File: config.mk
export PLATFORM = sky130hd
export DESIGN_NAME = hba_quad
export DESIGN_NICKNAME = d
export VERILOG_FILES = /design/src/quad_pkg.sv /design/src/hba_bus_if.sv /design/src/quad_decoder.sv /design/src/pulse_counter.sv /design/src/hba_reg_bank.sv /design/src/hba_quad.sv
export SDC_FILE = /design/constraint.sdc
export NUM_CORES = 1
export LEC_CHECK = 0
export BUFFER_PORTS_ARGS = -buffer_cell sky130_fd_sc_hd__buf_4
export CAP_MARGIN = 5
export CORE_UTILIZATION = 50
export CTS_BUF_LIST = sky130_fd_sc_hd__clkbuf_16
export DETAILED_ROUTE_END_ITERATION = 16
export PLACE_DENSITY = 0.81
export SYNTH_ARGS = -nofsm -noshare
export SYNTH_HDL_FRONTEND = slang
export SYNTH_SLANG_ARGS = --single-unit
File: constraint.sdc
create_clock -name hba_clk -period 2.4 [get_ports hba_clk]
set_input_delay 0.12 -clock hba_clk [delete_from_list [all_inputs] [get_ports hba_clk]]
set_output_delay 0.12 -clock hba_clk [all_outputs]
set_load 0.02 [all_outputs]
File: src/quad_pkg.sv
// ********************
// Widths, register map and control bits shared by the whole peripheral
// Register addresses are offsets inside the 8-bit register field
// ********************
package quad_pkg;

    // Bus geometry
    localparam int DBUS_WIDTH        = 8;
    localparam int PERIPH_ADDR_WIDTH = 4;   // Upper address bits
    localparam int REG_ADDR_WIDTH    = 8;   // Lower address bits
    localparam int ADDR_WIDTH        = PERIPH_ADDR_WIDTH + REG_ADDR_WIDTH;

    // Encoder side
    localparam int COUNT_WIDTH = 16;
    localparam int NUM_CHAN    = 2;

    // Register map
    localparam logic [REG_ADDR_WIDTH-1:0] REG_CTRL  = 8'd0;
    localparam logic [REG_ADDR_WIDTH-1:0] REG_Q0_LO = 8'd1;
    localparam logic [REG_ADDR_WIDTH-1:0] REG_Q0_HI = 8'd2;
    localparam logic [REG_ADDR_WIDTH-1:0] REG_Q1_LO = 8'd3;
    localparam logic [REG_ADDR_WIDTH-1:0] REG_Q1_HI = 8'd4;

    // Control register bits
    localparam int CTRL_Q0_EN   = 0;    // Channel 0 snapshot enable
    localparam int CTRL_Q1_EN   = 1;    // Channel 1 snapshot enable
    localparam int CTRL_INTR_EN = 2;    // Interrupt enable

    // Vector types
    typedef logic [DBUS_WIDTH-1:0]  dbus_t;
    typedef logic [ADDR_WIDTH-1:0]  addr_t;
    typedef logic [COUNT_WIDTH-1:0] count_t;   // Two's complement count

endpackage

File: src/hba_bus_if.sv
// ********************
// HBA slave bus bundle, no clock inside
// ********************
interface hba_bus_if;
    import quad_pkg::*;

    logic  rnw;          // 1 = read, 0 = write
    logic  select;       // Transfer in progress
    addr_t abus;
    dbus_t dbus;         // Write data from master
    dbus_t dbus_slave;   // Read data, zero when idle
    logic  xferack;      // One-cycle transfer ack

    // Register bank side
    modport slave (
        input  rnw, select, abus, dbus,
        output dbus_slave, xferack
    );

    // Top-level side
    modport master (
        output rnw, select, abus, dbus,
        input  dbus_slave, xferack
    );

endinterface

File: src/quad_decoder.sv
// ********************
// Pins must hold each level for at least 2 clocks
// No glitch filter beyond the two-flop synchronizer
// ********************
module quad_decoder (
    input  logic hba_clk,
    input  logic rst_n,
    input  logic enc_a,
    input  logic enc_b,
    output logic step,   // One-cycle pulse per valid transition
    output logic dir     // 1 = up
);

    logic [1:0] sync1_q;   // {a, b}, first stage
    logic [1:0] sync2_q;   // Synchronized state
    logic [1:0] prev_q;    // State one clock earlier
    logic [1:0] delta;
    logic       one_bit;

    assign delta   = sync2_q ^ prev_q;
    assign one_bit = delta[1] ^ delta[0];   // Exactly one pin moved

    always_ff @(posedge hba_clk or negedge rst_n) begin
        if (!rst_n) begin
            sync1_q <= '0;
            sync2_q <= '0;
            prev_q  <= '0;
            step    <= 1'b0;
            dir     <= 1'b0;
        end else begin
            sync1_q <= {enc_a, enc_b};
            sync2_q <= sync1_q;
            prev_q  <= sync2_q;
            step    <= one_bit;    // Both pins together is dropped
            // A leading B gives new A differing from old B
            if (one_bit) begin
                dir <= sync2_q[1] ^ prev_q[0];
            end
        end
    end

    // Holds as long as the pins respect the minimum level time
    a_step_single: assert property (
        @(posedge hba_clk) disable iff (!rst_n)
        step |=> !step
    ) else $error("step high for more than one cycle");

endmodule

File: src/pulse_counter.sv
// ********************
// Free-running count, wraps modulo 2^16
// No preset, no overflow flag
// ********************
module pulse_counter (
    input  logic             hba_clk,
    input  logic             rst_n,
    input  logic             step,
    input  logic             dir,     // 1 = up
    output quad_pkg::count_t count,
    output logic             valid    // New count this cycle
);
    import quad_pkg::*;

    count_t next_count;

    // Plain add keeps the modulo wrap
    assign next_count = dir ? count + count_t'(1) : count - count_t'(1);

    always_ff @(posedge hba_clk or negedge rst_n) begin
        if (!rst_n) begin
            count <= '0;
            valid <= 1'b0;
        end else begin
            if (step) begin
                count <= next_count;
            end
            valid <= step;   // Marks the updated count
        end
    end

    // Register bank relies on valid lining up with the new count
    a_valid_marks_change: assert property (
        @(posedge hba_clk) disable iff (!rst_n)
        valid == (count != $past(count))
    ) else $error("valid does not line up with a count change");

endmodule

File: src/hba_reg_bank.sv
// ********************
// Master must drop select for a cycle between transfers
// Only the control register is writable
// ********************
module hba_reg_bank #(
    parameter logic [quad_pkg::PERIPH_ADDR_WIDTH-1:0] PERIPH_ADDR = '0
) (
    input  logic                          hba_clk,
    input  logic                          rst_n,
    hba_bus_if.slave                      bus,
    input  quad_pkg::count_t              count0,
    input  quad_pkg::count_t              count1,
    input  logic [quad_pkg::NUM_CHAN-1:0] valid,
    output logic                          int_pulse
);
    import quad_pkg::*;

    logic                      periph_hit;
    logic [REG_ADDR_WIDTH-1:0] reg_addr;
    logic                      sel_q;        // Select one clock back
    logic                      xfer_start;
    logic                      ack_q;
    logic [CTRL_INTR_EN:0]     ctrl_q;       // 3 control bits
    count_t                    snap0_q;
    count_t                    snap1_q;
    dbus_t                     rd_mux;
    dbus_t                     rd_q;

    assign periph_hit = bus.abus[ADDR_WIDTH-1 -: PERIPH_ADDR_WIDTH] == PERIPH_ADDR;
    assign reg_addr   = bus.abus[REG_ADDR_WIDTH-1:0];
    assign xfer_start = bus.select && !sel_q && periph_hit;   // First sample only

    assign bus.xferack    = ack_q;
    assign bus.dbus_slave = rd_q;

    // Fires for every new count, either channel
    assign int_pulse = (|valid) && ctrl_q[CTRL_INTR_EN];

    // Read mux
    always_comb begin
        case (reg_addr)
            REG_CTRL:  rd_mux = dbus_t'(ctrl_q);   // Upper bits read zero
            REG_Q0_LO: rd_mux = snap0_q[DBUS_WIDTH-1:0];
            REG_Q0_HI: rd_mux = snap0_q[COUNT_WIDTH-1 -: DBUS_WIDTH];
            REG_Q1_LO: rd_mux = snap1_q[DBUS_WIDTH-1:0];
            REG_Q1_HI: rd_mux = snap1_q[COUNT_WIDTH-1 -: DBUS_WIDTH];
            default:   rd_mux = '0;                 // Unmapped
        endcase
    end

    // Handshake and control register
    always_ff @(posedge hba_clk or negedge rst_n) begin
        if (!rst_n) begin
            sel_q  <= 1'b0;
            ack_q  <= 1'b0;
            rd_q   <= '0;
            ctrl_q <= '0;
        end else begin
            sel_q <= bus.select;
            ack_q <= xfer_start;                              // One cycle later
            rd_q  <= (xfer_start && bus.rnw) ? rd_mux : '0;   // Zero outside ack
            if (xfer_start && !bus.rnw && reg_addr == REG_CTRL) begin
                ctrl_q <= bus.dbus[CTRL_INTR_EN:0];
            end
        end
    end

    // Snapshot bytes, frozen while the channel enable is clear
    always_ff @(posedge hba_clk or negedge rst_n) begin
        if (!rst_n) begin
            snap0_q <= '0;
            snap1_q <= '0;
        end else begin
            if (valid[0] && ctrl_q[CTRL_Q0_EN]) begin
                snap0_q <= count0;
            end
            if (valid[1] && ctrl_q[CTRL_Q1_EN]) begin
                snap1_q <= count1;
            end
        end
    end

    // Select held through the ack must not retrigger
    a_ack_single: assert property (
        @(posedge hba_clk) disable iff (!rst_n)
        bus.xferack |=> !bus.xferack
    ) else $error("xferack high two cycles in a row");

    a_rdata_idle_zero: assert property (
        @(posedge hba_clk) disable iff (!rst_n)
        !bus.xferack |-> bus.dbus_slave == '0
    ) else $error("dbus_slave nonzero without xferack");

endmodule

File: src/hba_quad.sv
// ********************
// Two quadrature encoders on the HBA bus, 4x decoding
// Disable a channel's enable bit to freeze its count before reading
// ********************
module hba_quad #(
    parameter logic [quad_pkg::PERIPH_ADDR_WIDTH-1:0] PERIPH_ADDR = '0
) (
    input  logic                          hba_clk,
    input  logic                          rst_n,
    input  logic                          hba_rnw,            // 1 = read
    input  logic                          hba_select,
    input  quad_pkg::addr_t               hba_abus,
    input  quad_pkg::dbus_t               hba_dbus,
    output quad_pkg::dbus_t               hba_dbus_slave,
    output logic                          hba_xferack_slave,
    output logic                          int_pulse,          // New count interrupt
    input  logic [quad_pkg::NUM_CHAN-1:0] quad_enc_a,
    input  logic [quad_pkg::NUM_CHAN-1:0] quad_enc_b
);
    import quad_pkg::*;

    hba_bus_if bus ();

    logic [NUM_CHAN-1:0] step;
    logic [NUM_CHAN-1:0] dir;
    logic [NUM_CHAN-1:0] cnt_valid;
    count_t              cnt [NUM_CHAN];

    // Master side of the bundle
    assign bus.rnw    = hba_rnw;
    assign bus.select = hba_select;
    assign bus.abus   = hba_abus;
    assign bus.dbus   = hba_dbus;

    assign hba_dbus_slave    = bus.dbus_slave;
    assign hba_xferack_slave = bus.xferack;

    // One decoder and counter per encoder
    for (genvar i = 0; i < NUM_CHAN; i++) begin : g_chan
        quad_decoder i_quad_decoder (
            .hba_clk (hba_clk),
            .rst_n   (rst_n),
            .enc_a   (quad_enc_a[i]),
            .enc_b   (quad_enc_b[i]),
            .step    (step[i]),
            .dir     (dir[i])
        );

        pulse_counter i_pulse_counter (
            .hba_clk (hba_clk),
            .rst_n   (rst_n),
            .step    (step[i]),
            .dir     (dir[i]),
            .count   (cnt[i]),
            .valid   (cnt_valid[i])
        );
    end

    hba_reg_bank #(
        .PERIPH_ADDR (PERIPH_ADDR)
    ) i_hba_reg_bank (
        .hba_clk   (hba_clk),
        .rst_n     (rst_n),
        .bus       (bus.slave),
        .count0    (cnt[0]),
        .count1    (cnt[1]),
        .valid     (cnt_valid),
        .int_pulse (int_pulse)
    );

endmodule

==> impl_metrics.csv <==
group,metric,value,unit
grt,grt_pass1_vias,3598,
power_and_ir_drop,switching_power,0.00280,W
floorplan,die_h,102,µm
place,placed_cell_area,5450,µm²
grt,grt_pass1_wl,17000,µm
synth,synth-async-reset-ratio,100,%
synth,synthTopCellsByCount,"95 x dfrtp_1, 40 x mux2_2, 37 x nand2_1",
place,dp_hpwl,7510,µm
power_and_ir_drop,combinationalPowerShare,50.7,%
clock_tree,clk_latency,340,ps
outcome,status,"complete, no violations",
grt,grt_max_degree,44,
synth,syn_area_per_cell,10.9,µm²
final_layout,drive_above_1_share,22.6,%
routing,drt_pass1_iterations,4,
power_and_ir_drop,power_frac_clock,18.0,%
routing,route.vias.total,3680,
synth,syn_inst,458,
routing,dr.first_iter.drc_count,170,
sta,fin_crit_sh,99.3,%
flow_run,drv_cap,0,
synth,synth-seq-area-share,47.7,%
sta,setup_ws,16.7,ps
floorplan,rows,36,
sta,timing.hold.ws,6.91,ps
worst_setup_path,crit_type,"flip-flop to flip-flop",
clock_tree,clkSinkCount,95,
final_layout,diodes,0,
clock_tree,htreeDepth,3,
synth,syn_area,4990,µm²
sta,drv_slew,0,
grt,grt_usage,21.5,%
worst_setup_path,r2r_setup_slack,20,ps
final_layout,design_area,5920,µm²
final_layout,nNetsFinal,574,
sta,grt_setup_unrepaired,"yes",
worst_hold_path,hold_path.class,"input pin to flip-flop",
routing,vias_per_cell,5.63,
routing,ant_nets,0,
worst_setup_path,r2r_end,"g_chan[0].i_pulse_counter.count[12]",
routing,wl,10400,µm
routing,route.detailed.drc,0,
power_and_ir_drop,internal_power,0.00441,W
worst_setup_path,worst_r2r_path_depth,8,
sta,tightestPinTransition,713,ps
place,portBuffers,32,
synth,synth-edff-count,0,
worst_hold_path,worstHoldStart,"hba_dbus[0]",
synth,synth_flop_cell,"dfrtp_1",
floorplan,ios,38,
sta,hold_viol_final,0,
power_and_ir_drop,power_frac_seq,31.3,%
sta,fin_skew,9.04,ps
place,pre_cts_slack,90.0,ps
clock_tree,numCtsBuffers,9,
sta,fmax,0.420,GHz
final_layout,syn2layout_area_growth,18.7,%
worst_setup_path,crit_path_max_fanout,4,
grt,antenna_found_initial,0,
power_and_ir_drop,p_sw_share,38.8,%
worst_setup_path,cp_data_required_time,2620,ps
synth,yosysMostFrequentCell,"dfrtp_1",
clock_tree,cts_tree,"yes",
clock_tree,cts.clk_slew.worst_paths,70,ps
synth,synth_top_cell_by_area,"dfrtp_1",
floorplan,core_area,9730,µm²
clock_tree,cts_buffer_depth,2,
routing,wl_per_cell,15.9,µm
floorplan,initial_core_util,51.2,%
power_and_ir_drop,leakagePower,2.77,nW
worst_setup_path,cp_data_arrival_time,2600,ps
power_and_ir_drop,peakVddDrop,0.483,mV
synth,yosysWarnings,0,
synth,synthTopCellsByArea,"dfrtp_1 48%, mux2_2 9.0%, ha_1 7.0%",
worst_setup_path,cp-startpoint,"g_chan[0].i_quad_decoder.dir",
worst_setup_path,end_kind,"flip-flop",
sta,slew_headroom,52.3,%
sta,period_minus_slack,2380,ps
sta,setup_viol,0,
floorplan,dieArea,10400,µm²
worst_setup_path,r2r_start,"g_chan[0].i_quad_decoder.dir",
synth,ys_types,48,
synth,yosysTopAreaCellShare,47.7,%
synth,synth_fp_nets,516,
place,gp_congestion,0.886,
grt,gr-total-overflow,0,
floorplan,fp.dieW,102,µm
synth,synth-seq-cells,95,
worst_setup_path,critPathLaunchType,"flip-flop",
power_and_ir_drop,p_per_area,1220,nW/µm²
clock_tree,cts-root-buf,"clkbuf_16",
worst_setup_path,endpoint,"g_chan[0].i_pulse_counter.count[12]",
## layer usage
layer	wire [µm]	up-vias	global-route usage [%]
met1	4600	1795	28.0
met3	507	17	3.76
met5	0	-	0
met4	156	0	5.82
met2	5160	91	37.1
li1	-	1777	-
## registers in the layout, summed over array words and instances (netlist names)
register,cells
g_chan.i_pulse_counter.count,32
g_chan.i_quad_decoder.step,2
i_hba_reg_bank.sel_q,1
i_hba_reg_bank.snap0_q,16
i_hba_reg_bank.bus.xferack,1
i_hba_reg_bank.bus.dbus_slave,8
g_chan.i_quad_decoder.sync2_q,4
g_chan.i_quad_decoder.prev_q,4
i_hba_reg_bank.ctrl_q,3
g_chan.i_quad_decoder.sync1_q,4
g_chan.i_quad_decoder.dir,2
g_chan.i_pulse_counter.valid,2
i_hba_reg_bank.snap1_q,16
## how the worst min path moves through the flow
| stage | slack, ps | cells after the start | endpoint |
|---|---|---|---|
| 2_1_floorplan | -180 | 0 | g_chan[0].i_pulse_counter.count[0] |
| 3_3_place_gp | 160 | 1 | g_chan[0].i_pulse_counter.count[3] |
| 3_5_place_dp | 160 | 1 | g_chan[0].i_pulse_counter.count[3] |
| 4_1_cts | 3 | 2 | i_hba_reg_bank.ctrl_q[0] |
| 5_1_grt | 9 | 2 | i_hba_reg_bank.ctrl_q[0] |
| 6_report | 7 | 2 | i_hba_reg_bank.ctrl_q[0] |
## worst max-delay path, cell delays in order, from the launching register on
cell and delay [ps]:
dfrtp_1 380, inv_2 130, ha_4 230, nor2b_4 130, o31a_1 360, o41ai_4 450
and2_4 220, o21ai_1 70, a221o_1 300
## stage by stage
step,utilization [%],TNS [ps],cells,power [W]
2_1_floorplan,-,0,458,0.00489
3_3_place_gp,56.0,0,623,0.00560
3_5_place_dp,56.0,0,623,0.00572
4_1_cts,59.9,0,649,0.00706
5_1_grt,60.8,-134,654,0.00781
6_report,60.8,0,654,0.00721
## kinds of logic (layout without fill, tap and decap cells)
kind of cell    count (synthesis)  after routing  share of synthesized area [%]
mux                            58             58                           12.7
flops                          95             95                           47.7
simple gates                  107            107                           10.3
compound gates                115            115                           14.9
fa+ha+maj                      30             30                           7.83
xor+xnor                       25             25                           4.39
buf+inv                        28             91                           2.13
## cell usage in the layout (no fill, tap or decap), types with 4 or more instances in the layout
cell	instances
dfrtp_1	95
xor2_1	11
ha_1	26
mux2i_1	15
clkbuf_16	9
nand2_1	37
xnor2_1	14
buf_4	48
nand3_1	9
dlygate4sd3_1	10
o21ai_0	20
o211ai_1	4
nor2b_1	4
o21a_1	6
and2_1	10
a21o_1	10
o21ai_1	7
a22oi_1	5
and3_1	4
a31oi_1	6
o22ai_1	8
a211oi_1	6
mux2_2	40
inv_1	11
a21oi_1	26
nor2_1	28
## power groups by stage
| stage | sequential, W | combinational, W | clock [W] |
|---|---|---|---|
| after global placement | 0.00227 | 0.00333 | 0 |
| after global routing | 0.00230 | 0.00412 | 0.00139 |
| after CTS | 0.00225 | 0.00349 | 0.00132 |
| after floorplan | 0.00216 | 0.00273 | 0 |
| final | 0.00226 | 0.00366 | 0.00130 |
| after detailed placement | 0.00228 | 0.00344 | 0 |
## area by class of cell
| class | count | area (µm²) |
|---|---|---|
| Clock buffer | 9 | 225 |
| Clock inverter | 7 | 50.0 |
| Fill cell | 770 | 3810 |
| Inverter | 15 | 56.3 |
| Multi-Input combinational cell | 335 | 2550 |
| Sequential cell | 95 | 2380 |
| Tap cell | 133 | 166 |
| Timing Repair Buffer | 60 | 492 |
## timing repair
item / in CTS / in global routing
hold buffers: 10 / 0
hold endpoints to repair: 49 / 0
setup endpoints to repair: 0 / 4
gates resized for setup: 0 / 12
buffers inserted: 0 / 5
(Power assumes the default switching activity.)
